File: config.mk
export PLATFORM = sky130hd
export DESIGN_NAME = icache_refill_buf
export DESIGN_NICKNAME = d
export VERILOG_FILES = /design/src/icache_pkg.sv /design/src/mem_bus_pkg.sv /design/src/icache_refill_buf.sv
export SDC_FILE = /design/constraint.sdc
export NUM_CORES = 1
export LEC_CHECK = 0
export BUFFER_PORTS_ARGS = -buffer_cell sky130_fd_sc_hd__buf_2
export CAP_MARGIN = 30
export CORE_AREA = 2 2 205 207
export DETAILED_ROUTE_END_ITERATION = 6
export DIE_AREA = 0 0 207 209
export GPL_TIMING_DRIVEN = 1
export PLACE_DENSITY = 0.44
export SETUP_SLACK_MARGIN = 0.1
export SLEW_MARGIN = 20
export SYNTH_ARGS = -nofsm -noshare
export SYNTH_HDL_FRONTEND = slang
export SYNTH_SLANG_ARGS = --single-unit
File: constraint.sdc
create_clock -name clk -period 5 [get_ports clk]
set_input_delay 0.5 -clock clk [delete_from_list [all_inputs] [get_ports clk]]
set_output_delay 0.5 -clock clk [all_outputs]
set_load 0.005 [all_outputs]
File: src/icache_pkg.sv
package icache_pkg;

    // cache geometry
    localparam int num_ways   = 4;
    localparam int num_sets   = 64;
    localparam int line_bytes = 32;

    // pc field split
    localparam int offset_bits = $clog2(line_bytes);           // 5
    localparam int index_bits  = $clog2(num_sets);             // 6
    localparam int tag_bits    = 32 - index_bits - offset_bits; // 21

    localparam int cookie_width = 32;

    localparam int line_bits  = line_bytes * 8;
    localparam int dword_bits = 64;

    // request as seen on the fetch port, also held in the request register
    typedef struct packed {
        logic [cookie_width-1:0] cookie;
        logic [31:0]             pc;
    } fetch_req_t;

    // response back to the CPU
    typedef struct packed {
        logic [dword_bits-1:0]   data;
        logic [31:0]             pc;
        logic [cookie_width-1:0] cookie;
    } fetch_resp_t;

    // one bit per way, one-hot or zero
    typedef logic [num_ways-1:0] way_vec_t;

    typedef logic [line_bits-1:0] line_t;

endpackage

File: src/mem_bus_pkg.sv
package mem_bus_pkg;

    // refill port shape
    localparam int beat_bits      = 32;
    localparam int beats_per_line = 8;

    // one returned beat, last marks the end of a line
    typedef struct packed {
        logic [beat_bits-1:0] data;
        logic                 last;
    } refill_beat_t;

    // line-aligned byte address of the requested line
    typedef logic [31:0] refill_req_t;

endpackage

File: src/icache_refill_buf.sv
`timescale 1ns/1ps

module icache_refill_buf
    import icache_pkg::*;
    import mem_bus_pkg::*;
(
    input  logic         clk,
    input  logic         rst_n,
    input  logic         beat_valid,
    input  refill_beat_t beat,
    input  logic         capture,  // beat_ready from the controller
    output line_t        line,
    output logic         done
);

    localparam int cnt_bits = $clog2(beats_per_line);

    logic [cnt_bits-1:0] beat_cnt;
    logic                take;

    assign take = beat_valid && capture;

    always_ff @(posedge clk) begin
        if (!rst_n) begin
            beat_cnt <= '0;
            done     <= 1'b0;
        end else begin
            done <= take && beat.last;  // one cycle after the last beat
            if (take) begin
                beat_cnt <= beat.last ? '0 : beat_cnt + 1'b1;
            end
        end
    end

    // beat n lands in word n of the line
    always_ff @(posedge clk) begin
        if (take) begin
            line[beat_cnt*beat_bits +: beat_bits] <= beat.data;
        end
    end

    // memory marks last on the eighth beat and on no other
    a_last_on_eighth: assert property (@(posedge clk) disable iff (!rst_n)
        take |-> (beat.last == (beat_cnt == cnt_bits'(beats_per_line - 1))));

endmodule

==> Word level (Yosys, flattened, before mapping) <==
Cells that the tools add are included.
{ "classes": {"n_addsub": 2, "n_mul": 0, "div": 0, "n_lt_le_gt_ge": 0, "eq_ne": 0, "shifts": 2, "n_mux": 2, "bitwise_logic": 0, "reduce_logical": 2} }
{ "ops": {"columns": ["operator", "count"], "rows": [
  ["256-bit bitwise mux", 1],
  ["32-bit by 34-bit variable shift with 256-bit output (first input constant)", 1],
  ["32-bit by 34-bit indexed part select with 256-bit output", 1],
  ["8-bit negation with 34-bit output", 1],
  ["3-bit by 1-bit adder with 3-bit output (second input constant)", 1],
  ["3-bit two-way mux", 1],
  ["1-bit logical AND", 2]
]} }
{ "totals": {"register_bits": 260, "latchBits": 0, "ramBits": 0, "rom_bits": 0, "inputBits": 37, "word_cells": 11, "mem_count": 0} }

==> Logic depth before layout (Yosys ltp) <==
{ "depth": {"word_depth": 3, "ltp_mapped": 10} }

==> Worst setup path after synthesis <==
Ideal clock, no wire load.
{ "synth_path": {"kind": "reg-to-reg", "start": "reg beat_cnt[0] (netlist name)", "end": "reg line[192], enable pin", "setup_ps": 461, "arrival_time_ps": 4156, "t_required_ps": 4539, "slack_ps": 383, "path_stages_with_launch": 10, "path_buffers": 4, "period_less_slack_ps": 4617, "path_cell_list": "dfxtp_1 buf_2 inv_2 clkbuf_1 ha_1 ha_1 nand2b_1 buf_2 buf_1 nor3_1"} }
{ "synth_rtl": {"columns": ["item", "line_no", "rtl"], "rows": [
  ["end signal: indexed assignment", "icache_refill_buf.sv:38", "line[beat_cnt*beat_bits +: beat_bits] <= beat.data;"],
  ["end: declaration", "icache_refill_buf.sv:12", "output line_t line,"]
]} }

==> out/qor.tcl <==
set qor(status) {complete, no violations}
set qor(clkSinkCount) 260
set qor(dr_wl_met3_um) 2760
set qor(share_clk_of_total_power) 0.458
set qor(period_minus_slack_ns) 3.04
set qor(total_gr_overflow) 0
set qor(number_of_inserted_filler_cells_in_the_final_layout) 4252
set qor(ir_worst_vdd_uv) 248
set qor(place_hpwl_um) 25700
set qor(vias_per_cell) 4.66
set qor(area.growth.synth_to_final_pct) 30.5
set qor(clock_tree.htree_level_count) 1
set qor(relSlewSlack) 0.386
set qor(clock_tree_from_tritoncts) {built}
set qor(total_switching_power_mw) 1.12
set qor(most_frequent_standard_cell_in_the_layout_excluding_fill_and_tap_cells) {buf_2}
set qor(cellLeakagePower_nw) 4.77
set qor(floorplan.rows) 75
set qor(design.die.area_mm2) 0.0433
set qor(fin_nets) 995
set qor(die-width_um) 207
set qor(pwr-share-seq) 0.490
set qor(core_region_area_mm2) 0.0413
set qor(rsz0062_at_grt) {no}
set qor(drc_errors) 0
set qor(via_count) 7083
set qor(most_used_cells_in_the_layout_excluding_fill_and_tap_cells) {buf_2 (293), edfxtp_1 (256), nor3_1 (109), nor4_1 (96), inv_1 (34)}
set qor(post-place-cells) 1460
set qor(grt_antenna_before_repair) 7
set qor(ant_nets) 0
set qor(worstHoldPathCells) 3
set qor(ys_seq_elements) 260
set qor(grt_first_pass_wirelength_um) 53800
set qor(data_required_time_of_the_worst_path_ns) 5.27
set qor(cts.path.max_buffers) 3
set qor(top_signal_layer_used) {met5}
set qor(hp-class) {input pin to flip-flop}
set qor(floorplan.initialDensity) 0.247
set qor(synthesis.instances) 678
set qor(chipHeight_um) 209
set qor(cts.repair.resized) 0
set qor(worst_hold_startpoint) {beat[0]}
set qor(crit_arrival_ns) 3.31
set qor(routedLengthMet1_um) 17300
set qor(cts.clk_slew.worst_paths_ns) 0.06
set qor(finalWirelength_um) 38400
set qor(powerDensity_mw_per_mm2) 367
set qor(synth.yosys.warnings) 0
set qor(regToRegEndpoint) {line[238]}
set qor(fin_skew_ns) 0.0118
set qor(critical_path.endpoint_type) {flip-flop}
set qor(first_global_vias) 7181
set qor(maximum_number_of_pins_on_one_net_before_global_route_repair) 81
set qor(synth-seq-area-share) 0.762
set qor(post-cts-setup-buffers) 0
set qor(routed-wl-met2_um) 17500
set qor(finalHoldViolCount) 0
set qor(share_comb_of_total_power) 0.051
set qor(io-pin-count) 294
set qor(cts_made_buffers) 30
set qor(synth_area_mm2) 0.0102
set qor(rr_startpoint) {beat_cnt[1]}
set qor(maxCapViolCount) 0
set qor(tns_ns) 0
set qor(stdcell_count) 1519
set qor(path_class) {flip-flop to flip-flop}
set qor(gpl.final_weighted_congestion) 0.752
set qor(cts_hold_repair.buffers) 0
set qor(place.port_buffers) 293
set qor(timing.reg2reg.setup_slack_ns) 1.96
set qor(fin_ws_ns) 1.96
set qor(tightest_slew_ns) 0.920
set qor(number_of_violations_reported_at_the_end_of_detailed_routing_iteration_0) 501
set qor(whs_endpoint) {done}
set qor(power.share.switching) 0.229
set qor(worst_skew_pair.late_latency_ns) 0.57
set qor(syn_avg_cell_area_um2) 15.0
set qor(synth_fp_nets) 719
set qor(internal_power_mw) 3.76
set qor(fraction_of_the_cycle_the_final_worst_path_needs) 0.607
set qor(track_usage) 0.173
set qor(dpl_worst_slack_ns) 1.94
set qor(ff2ff_path_depth) 7
set qor(root_driver) {clkbuf_16}
set qor(drt-wirelength-per-cell_um) 25.3
set qor(totalPowerFinal_mw) 4.88
set qor(crit_path_start_kind) {flip-flop}
set qor(timing.final.max_slew_violations) 0
set qor(worstSetupStartpoint) {beat_cnt[1]}
set qor(hold-worst-slack_ns) 0.203
set qor(achievable-frequency_mhz) 329
set qor(finalSetupViolCount) 0
set qor(proportion_of_layout_cells_with_a_drive_suffix_above_1) 0.414
set qor(drt_pass1_iterations) 7
set qor(worst-path-max-fanout) 33
set qor(synth.lib_cells_used.distinct) 30
==> per-stage QoR <==
step,cell area [um^2],utilization
6_report,13300,0.322
5_1_grt,13300,0.322
4_1_cts,13300,0.322
3_5_place_dp,12300,0.297
3_3_place_gp,12200,0.296
2_1_floorplan,10200,-
==> cell usage after synthesis <==
cell type,number,area (um^2)
and4b_1,1,10.0
nand3b_1,22,165
or3b_1,1,8.76
or2_1,2,12.5
nor2_1,26,97.6
ha_1,4,50.1
nor2_2,1,6.26
nand2_1,4,15.0
nand2b_1,2,12.5
edfxtp_1,256,7690
nor3_4,1,16.3
o311ai_2,1,16.3
nor4bb_1,1,10.0
clkbuf_1,33,124
nand4b_1,1,8.76
dfxtp_1,4,80.1
inv_1,34,128
nor3_1,112,561
o32ai_1,1,8.76
nor3_2,31,310
o211a_1,1,10.0
inv_2,1,3.75
nand4bb_1,1,11.3
nor4_1,96,601
buf_1,6,22.5
buf_6,6,67.6
o21a_1,2,15.0
a21boi_0,2,15.0
buf_2,24,120
or3_1,1,6.26
==> power by group through the flow <==
stage / Clock [mW] / Sequential (mW) / Combinational [mW]
6_report: 2.24 / 2.39 / 0.251
5_1_grt: 2.38 / 2.39 / 0.272
4_1_cts: 2.29 / 2.39 / 0.253
3_5_place_dp: 0 / 2.44 / 0.252
3_3_place_gp: 0 / 2.44 / 0.248
2_1_floorplan: 0 / 2.44 / 0.134
==> kinds of logic (layout without fill, tap and decap cells) <==
kind of cell | after synthesis | count (layout) | synth area share
AOI/OAI and AO/OA | 7 | 7 | 0.00638
adders and majority gates | 4 | 4 | 0.00491
buffers and inverters | 104 | 404 | 0.0456
and+or+nand+nor | 303 | 303 | 0.182
other | 0 | 2 | 0
DFF | 260 | 260 | 0.762
==> worst max-delay path: stages, from the launching register on <==
cell	delay, ns
dfxtp_1	0.56
inv_1	0.08
ha_1	0.21
ha_1	0.40
or2_2	0.32
buf_4	0.27
nor2_4	0.63
buf_8	0.25
==> per-layer routing <==
metal | up-vias | GRT usage
met2 | 268 | 0.266
met5 | - | 0
met4 | 12 | 0.0451
met1 | 3568 | 0.241
met3 | 49 | 0.0446
li1 | 3186 | -
==> state kept, by name (all words and copies together), names as in the netlist <==
signal    count
beat_cnt      3
done          1
line        256
==> layout make-up <==
cell class,instances,area (um^2),share of cell area
antenna,2,5.00,0.000376
clock buffer,36,773,0.0581
clock inverter,20,220,0.0165
inverter,35,131,0.00987
multi-input combinational,314,2050,0.154
sequential,260,7770,0.584
tap,539,674,0.0507
timing repair buffer,313,1680,0.127
==> worst max path at each step <==
| stage | endpoint | slack, ns | depth (start not counted) |
|---|---|---|---|
| 5_1_grt | line[238] | 1.78 | 7 |
| 6_report | line[238] | 1.96 | 7 |
| 4_1_cts | line[238] | 1.92 | 7 |
| 2_1_floorplan | line[192] | 0.38 | 9 |
| 3_5_place_dp | line[238] | 1.94 | 7 |
| 3_3_place_gp | line[253] | 1.87 | 6 |
Power figures use the tool's default switching activity.
