`config.mk`:
```
export PLATFORM = sky130hd
export DESIGN_NAME = icache_ctrl
export DESIGN_NICKNAME = d
export VERILOG_FILES = /design/src/icache_pkg.sv /design/src/icache_ctrl.sv
export SDC_FILE = /design/constraint.sdc
export NUM_CORES = 1
export LEC_CHECK = 0
export ABC_AREA = 1
export BUFFER_PORTS_ARGS = -buffer_cell sky130_fd_sc_hd__buf_2
export CAP_MARGIN = 25
export CORE_AREA = 8 8 45 47
export CTS_BUF_LIST = sky130_fd_sc_hd__clkbuf_16
export DETAILED_ROUTE_END_ITERATION = 8
export DIE_AREA = 0 0 53 55
export SETUP_SLACK_MARGIN = 0.02
export SYNTH_ARGS = -nofsm -noshare
export SYNTH_HDL_FRONTEND = slang
export SYNTH_SLANG_ARGS = --single-unit
```
`constraint.sdc`:
```
create_clock -name clk -period 1.2 [get_ports clk]
set_input_delay 0.06 -clock clk [delete_from_list [all_inputs] [get_ports clk]]
set_output_delay 0.06 -clock clk [all_outputs]
set_load 0.01 [all_outputs]
```
`src/icache_pkg.sv`:
```
package icache_pkg;

    // cache geometry
    localparam int num_ways   = 4;
    localparam int num_sets   = 64;
    localparam int line_bytes = 32;

    // pc field split
    localparam int offset_bits = $clog2(line_bytes);           // 5
    localparam int index_bits  = $clog2(num_sets);             // 6
    localparam int tag_bits    = 32 - index_bits - offset_bits; // 21

    localparam int cookie_width = 32;

    localparam int line_bits  = line_bytes * 8;
    localparam int dword_bits = 64;

    // request as seen on the fetch port, also held in the request register
    typedef struct packed {
        logic [cookie_width-1:0] cookie;
        logic [31:0]             pc;
    } fetch_req_t;

    // response back to the CPU
    typedef struct packed {
        logic [dword_bits-1:0]   data;
        logic [31:0]             pc;
        logic [cookie_width-1:0] cookie;
    } fetch_resp_t;

    // one bit per way, one-hot or zero
    typedef logic [num_ways-1:0] way_vec_t;

    typedef logic [line_bits-1:0] line_t;

endpackage

```
`src/icache_ctrl.sv`:
```
`timescale 1ns/1ps

module icache_ctrl
    import icache_pkg::*;
(
    input  logic     clk,
    input  logic     rst_n,
    input  logic     req_valid,
    input  logic     hit,         // registered lookup result
    input  way_vec_t victim,      // lru choice for the looked-up set
    input  logic     refill_rdy,
    input  logic     fill_done,
    output logic     req_ready,
    output logic     req_load,
    output logic     refill_req_valid,
    output logic     beat_ready,
    output way_vec_t fill_way,
    output logic     fill_we,
    output logic     lru_upd,
    output logic     use_refill,  // answer from the refill line
    output logic     resp_valid
);

    typedef enum logic [2:0] {
        idle,
        lookup,
        request,
        refill,
        reply
    } state_t;

    state_t state;
    state_t state_nxt;

    logic lookup_hit;
    logic lookup_miss;

    assign lookup_hit  = (state == lookup) && hit;
    assign lookup_miss = (state == lookup) && !hit;

    // a hit keeps the port open so fetches stream back to back
    assign req_ready = (state == idle) || lookup_hit;
    assign req_load  = req_valid && req_ready;

    assign refill_req_valid = lookup_miss || (state == request);
    assign beat_ready       = (state == refill);

    // line is complete in the buffer while done is high
    assign fill_we    = (state == refill) && fill_done;
    assign lru_upd    = lookup_hit || fill_we;
    assign use_refill = (state == reply);
    assign resp_valid = lookup_hit || (state == reply);

    always_comb begin
        state_nxt = state;
        case (state)
            idle: begin
                if (req_load) state_nxt = lookup;
            end
            lookup: begin
                if (hit) state_nxt = req_load ? lookup : idle;
                else if (refill_rdy) state_nxt = refill;  // taken at once
                else state_nxt = request;
            end
            request: begin
                if (refill_rdy) state_nxt = refill;
            end
            refill: begin
                if (fill_done) state_nxt = reply;
            end
            reply: begin
                state_nxt = idle;
            end
            default: begin
                state_nxt = idle;
            end
        endcase
    end

    always_ff @(posedge clk) begin
        if (!rst_n) begin
            state <= idle;
        end else begin
            state <= state_nxt;
        end
    end

    // victim is only meaningful during the lookup, keep it for the fill
    always_ff @(posedge clk) begin
        if (lookup_miss) begin
            fill_way <= victim;
        end
    end

    // refill request is held until memory takes it
    a_req_held: assert property (@(posedge clk) disable iff (!rst_n)
        refill_req_valid && !refill_rdy |=> refill_req_valid);

endmodule

```
* Word level (Yosys, flattened, before mapping)
Index checks and enable logic that the tools add are counted.
W data, S select, Z words.
** Operators by class
- Equal/unequal tests :: 7
- Multiplexer cells :: 7
- Reduce and logical (&&, ||, !) cells :: 11
** Operator list (number)
- $pmux W3 S4 :: 1
- $mux W3 :: 3
- $eq A3 B2 Y1 const B :: 2
- $ne A2 B2 Y1 const B :: 3
- $logic_and A1 B1 Y1 :: 4
- $logic_or A1 B1 Y1 :: 4
- $eq A3 B1 Y1 const B :: 1
- $eq A3 B3 Y1 const B :: 1
- $logic_not A3 Y1 :: 1
- $reduce_and A3 Y1 :: 1
- $mux W1 :: 2
- $mux W2 :: 1
- $logic_not A1 Y1 :: 1
** Word-level totals
- Flip-flop bits (word level) :: 7
- Output and inout bits :: 12

* Depth between registers and ports, before layout
- Depth in word-level cells :: 7
- Gate-level depth with buffers :: 7
- Gate-level depth less buffers :: 7

* Worst setup path after synthesis
No wires, ideal clock.
- Kind :: reg-to-reg
- Start point :: register state[0]
- End point :: register fill_way[0], enable pin
- Library setup time :: 0.329 ns
- Arrival time :: 0.824 ns
- Setup slack :: 0.046 ns
- Cell stages (with the launch flop) :: 5
- Buffers on the path :: 0
- Path through :: dfxtp_1 inv_2 nor2_2 nand2_2 nor2_1
** On the way
- Longest elaborated chain between the ends :: 2
** Ends and longest elaborated chain
- start: declaration :: RTL line icache_ctrl.sv:32 : state_t state;
- start signal: assignment :: RTL line icache_ctrl.sv:82 : state <= idle;
- start signal: assignment :: RTL line icache_ctrl.sv:84 : state <= state_nxt;
- $eq A3 B1 Y1 :: RTL line icache_ctrl.sv:39 : assign lookup_miss = (state == lookup) && !hit;
- $logic_and A1 B1 Y1 :: RTL line icache_ctrl.sv:39
- via lookup_miss :: RTL line icache_ctrl.sv:36 : logic lookup_miss;
- end signal: assignment :: RTL line icache_ctrl.sv:91 : fill_way <= victim;
- end: declaration :: RTL line icache_ctrl.sv:17 : output way_vec_t fill_way,
The timed path passes the listed nets, and every way through them passes these cells.
A chain may end at the register's enable or synchronous reset.

* Worst setup path after layout
- Start point :: register state[2]
- End point :: output req_load
** On the way
- Longest elaborated chain between the ends :: 4
- Elaborated cells on any way between the ends :: 5
** Ends and longest elaborated chain
- $eq A3 B1 Y1 :: RTL line icache_ctrl.sv:38 : assign lookup_hit = (state == lookup) && hit;
- $logic_and A1 B1 Y1 :: RTL line icache_ctrl.sv:38
- $logic_or A1 B1 Y1 (*) :: RTL line icache_ctrl.sv:42 : assign req_ready = (state == idle) || lookup_hit;
- $logic_and A1 B1 Y1 (*) :: RTL line icache_ctrl.sv:43 : assign req_load = req_valid && req_ready;
- end: declaration :: RTL line icache_ctrl.sv:14 : output logic req_load,
Mark *: on every way between the ends. The rest lies on a longest branch, timed or not.

==> impl_metrics.csv <==
group,metric,value,unit
synthesis,seq_area_frac_synth,48.3,%
critical_path,worst_path_max_delay_cell,"dfxtp_4",
synthesis,synth_compound_area_share,7.72,%
place,numPortBuffers,21,
synthesis,ys_ff_latch,7,
cts,clk_path_buf_depth,2,
sta,fin_crit,1.22,ns
status,violations,"setup timing",
sta,clock.fmax,823,MHz
routing,wl_per_cell,10.8,um
routing,via_per_inst,4.32,
pwr,p_total,1.07,mW
critical_path,cp.required,1.14,ns
critical_path,crit_path_start_kind,"flip-flop",
pwr,p_int,809,uW
cts,clkTransAtPathRegs,0.04,ns
layout,drive_gt1_share,57.8,%
synthesis,yosys.cell_types.count,14,
routing,drt-total-wl,1070,um
synthesis,yosys.area_share.simple,33.9,%
critical_path,regToRegStartpoint,"state[2]",
floorplanning,initial_core_util,26.9,%
critical_path,critPathCaptureType,"output port",
critical_path,r2r_slack,0.06,ns
floorplanning,core,0.00138,mm2
synthesis,synth_top_area_cell,"edfxtp_1",
sta,rsz0062_at_grt,"true",
synthesis,synth_commonest_cells,"10 x nand2_1, 9 x inv_1, 6 x nor2_1, 4 x edfxtp_1",
critical_path,rr_worst_depth,3,
routing,firstDrtPassIters,3,
cts,cts-root-buf,"clkbuf_16",
sta,finalHoldViolCount,0,
global_routing,grt_max_degree,6,
global_routing,first_global_vias,399,
place,dp_hpwl,794,um
global_routing,grt_use_total,8.01,%
layout,antenna_cells,0,
global_routing,antenna_found_initial,0,
cts,cts_tree,"yes",
synthesis,synth_flop_cell,"edfxtp_1",
routing,vias,428,
critical_path,path_buf_inv,2,
place,gp_congestion,0.802,
pwr,p_per_area,1520,mW/mm2
layout,final_core_util,50.8,%
min_path,holdPathStages,1,
run,maxCapViolCount,0,
critical_path,path_cells,"nor2_4 > buf_6 > nand3_4 > a21oi_2 > buf_2",
critical_path,arrival,1.16,ns
cts,cts_sinks,7,
routing,drc,0,
place,pre_cts_ws,0.0427,ns
pwr,leakagePower,0.370,nW
floorplanning,die_h,55,um
synthesis,syn_area,373,um2
cts,cts_max_level,1,
sta,layout_setup_ws,-0.0152,ns
sta,finalSetupViolCount,1,
synthesis,yosysMostFrequentCell,"nand2_1",
pwr,combPwrFrac,21.2,%
synthesis,async_flop_share,0,%
pwr,peakVddDrop,1.21,mV
critical_path,crit_family,"flip-flops",
critical_path,crit_fanout,5,
synthesis,synth_nets,58,
global_routing,grt_pass1_wl,1630,um
synthesis,avgSynthCellArea,7.77,um2
critical_path,criticalPathCategory,"reg -> out",
sta,slew_violations,0,
floorplanning,die_w,53,um
status,status,"finished, violations left",
sta,tightest_slew,0.319,ns
synthesis,synth_top_area_share,32.2,%
routing,final_antenna_net_count,0,
routing,drt-initial-drc-count,11,
cts,cts_buffers,3,
layout,layout.nets,94,
synthesis,synth_edf_count,4,
sta,worst_clock_skew,0.00198,ns
pwr,power_frac_seq,26.3,%
synthesis,synth_xor_area_share,0,%
cts,clk_latency,0.23,ns
synthesis,synthCells,48,
min_path,hold_path_class,"in -> reg",
synthesis,synth_area_leaders,"edfxtp_1 32%, dfxtp_1 16%, nand2_1 10%",
floorplanning,rows,14,
synthesis,yosys_warnings,0,
min_path,holdPathEnd,"fill_way[1]",
sta,hold_slack,0.00759,ns
critical_path,reg2reg_to,"fill_way[1]",
floorplanning,io_pins,22,
pwr,p_switching,257,uW
sta,period_share,101,%
floorplanning,die-area,0.00292,mm2
pwr,switching_share,24.1,%
global_routing,globalRouteOverflowTotal,0,
min_path,hold_start,"victim[1]",
critical_path,crit_path_max_incr_delay,0.35,ns
layout,area_delta_synth_final,88.6,%
pwr,clkPwrFrac,52.5,%
synthesis,synthAdderAreaFrac,0,%
sta,relSlewSlack,78.6,%
synthesis,synth_mux_area_share,0,%
synthesis,synth_top_family_by_area,"simple AND/OR/NAND/NOR gates",
cells by family (layout without fill, tap and decap cells):
logic type / count (synthesis) / after routing
AOI/OAI and AO/OA: 5 / 5
buffers and inverters: 10 / 45
and+or+nand+nor: 26 / 26
DFF: 7 / 7
power by group through the flow:
stage	clock network, mW	registers, mW	logic, mW
after floorplan	0	0.288	0.0963
after global placement	0	0.283	0.179
after detailed placement	0	0.283	0.180
after CTS	0.571	0.284	0.221
after global routing	0.596	0.283	0.249
final	0.560	0.280	0.226
registers in the layout, indices dropped and copies added, names as in the netlist:
register,count
fill_way,4
state,3
cell usage in the layout (no fill, tap or decap):
master,synthesis,final
o21ai_2,1,1
nand3_4,0,1
inv_2,1,2
edfxtp_1,4,4
dlygate4sd3_1,0,2
a21oi_1,3,2
buf_4,0,7
nand3_2,2,2
dfxtp_2,0,1
dfxtp_4,0,2
o21ai_1,0,1
buf_6,0,1
nor2_4,0,2
nand2_1,10,8
nand2_2,1,3
a21oi_2,0,1
buf_2,0,21
nor2_1,6,5
nand4_1,2,2
inv_1,9,9
nand3_1,3,2
nor2_2,2,1
clkbuf_16,0,3
layer usage:
layer / vias up / GRT usage, % / part of all wire, %
met5: - / 0 / 0
met4: 0 / 3.88 / 1.8
met3: 2 / 5.88 / 7.7
met2: 11 / 12.9 / 55
met1: 193 / 7.53 / 35
li1: 222 / - / -
area by class of cell:
| cell class | count | area, um2 |
|---|---|---|
| sequential | 7 | 189 |
| timing repair buffer | 31 | 189 |
| fill | 137 | 681 |
| clock buffer | 3 | 75.1 |
| tap | 16 | 20.0 |
| inverter | 10 | 37.5 |
| clock inverter | 1 | 3.75 |
| multi-input combinational | 31 | 189 |
metrics by stage:
| step | instance area, um2 | setup TNS [ns] | std cells |
|---|---|---|---|
| after floorplan | 373 | 0 | 48 |
| after global placement | 520 | 0 | 88 |
| after detailed placement | 520 | 0 | 88 |
| after CTS | 668 | -0.0278 | 96 |
| after global routing | 703 | -0.476 | 99 |
| final | 703 | -0.0152 | 99 |
worst max-delay path by stage:
stage              from          end  depth (start not counted)
6_report       state[2]     req_load                          5
5_1_grt        state[0]     state[0]                          8
4_1_cts        state[0]     req_load                          6
3_5_place_dp   state[2]  fill_way[3]                          3
3_3_place_gp   state[2]  fill_way[0]                          3
2_1_floorplan  state[0]  fill_way[0]                          4
timing repair:
action                                 4_1_cts  5_1_grt
setup buffers                                3        2
resized for setup                           11        5
hold buffers                                 1        1
setup endpoints to repair                    7       13
pin swaps                                    3        4
endpoints found under the hold margin        1        1
cloned                                       0        0
No activity file was read; power rests on OpenSTA's default activity.
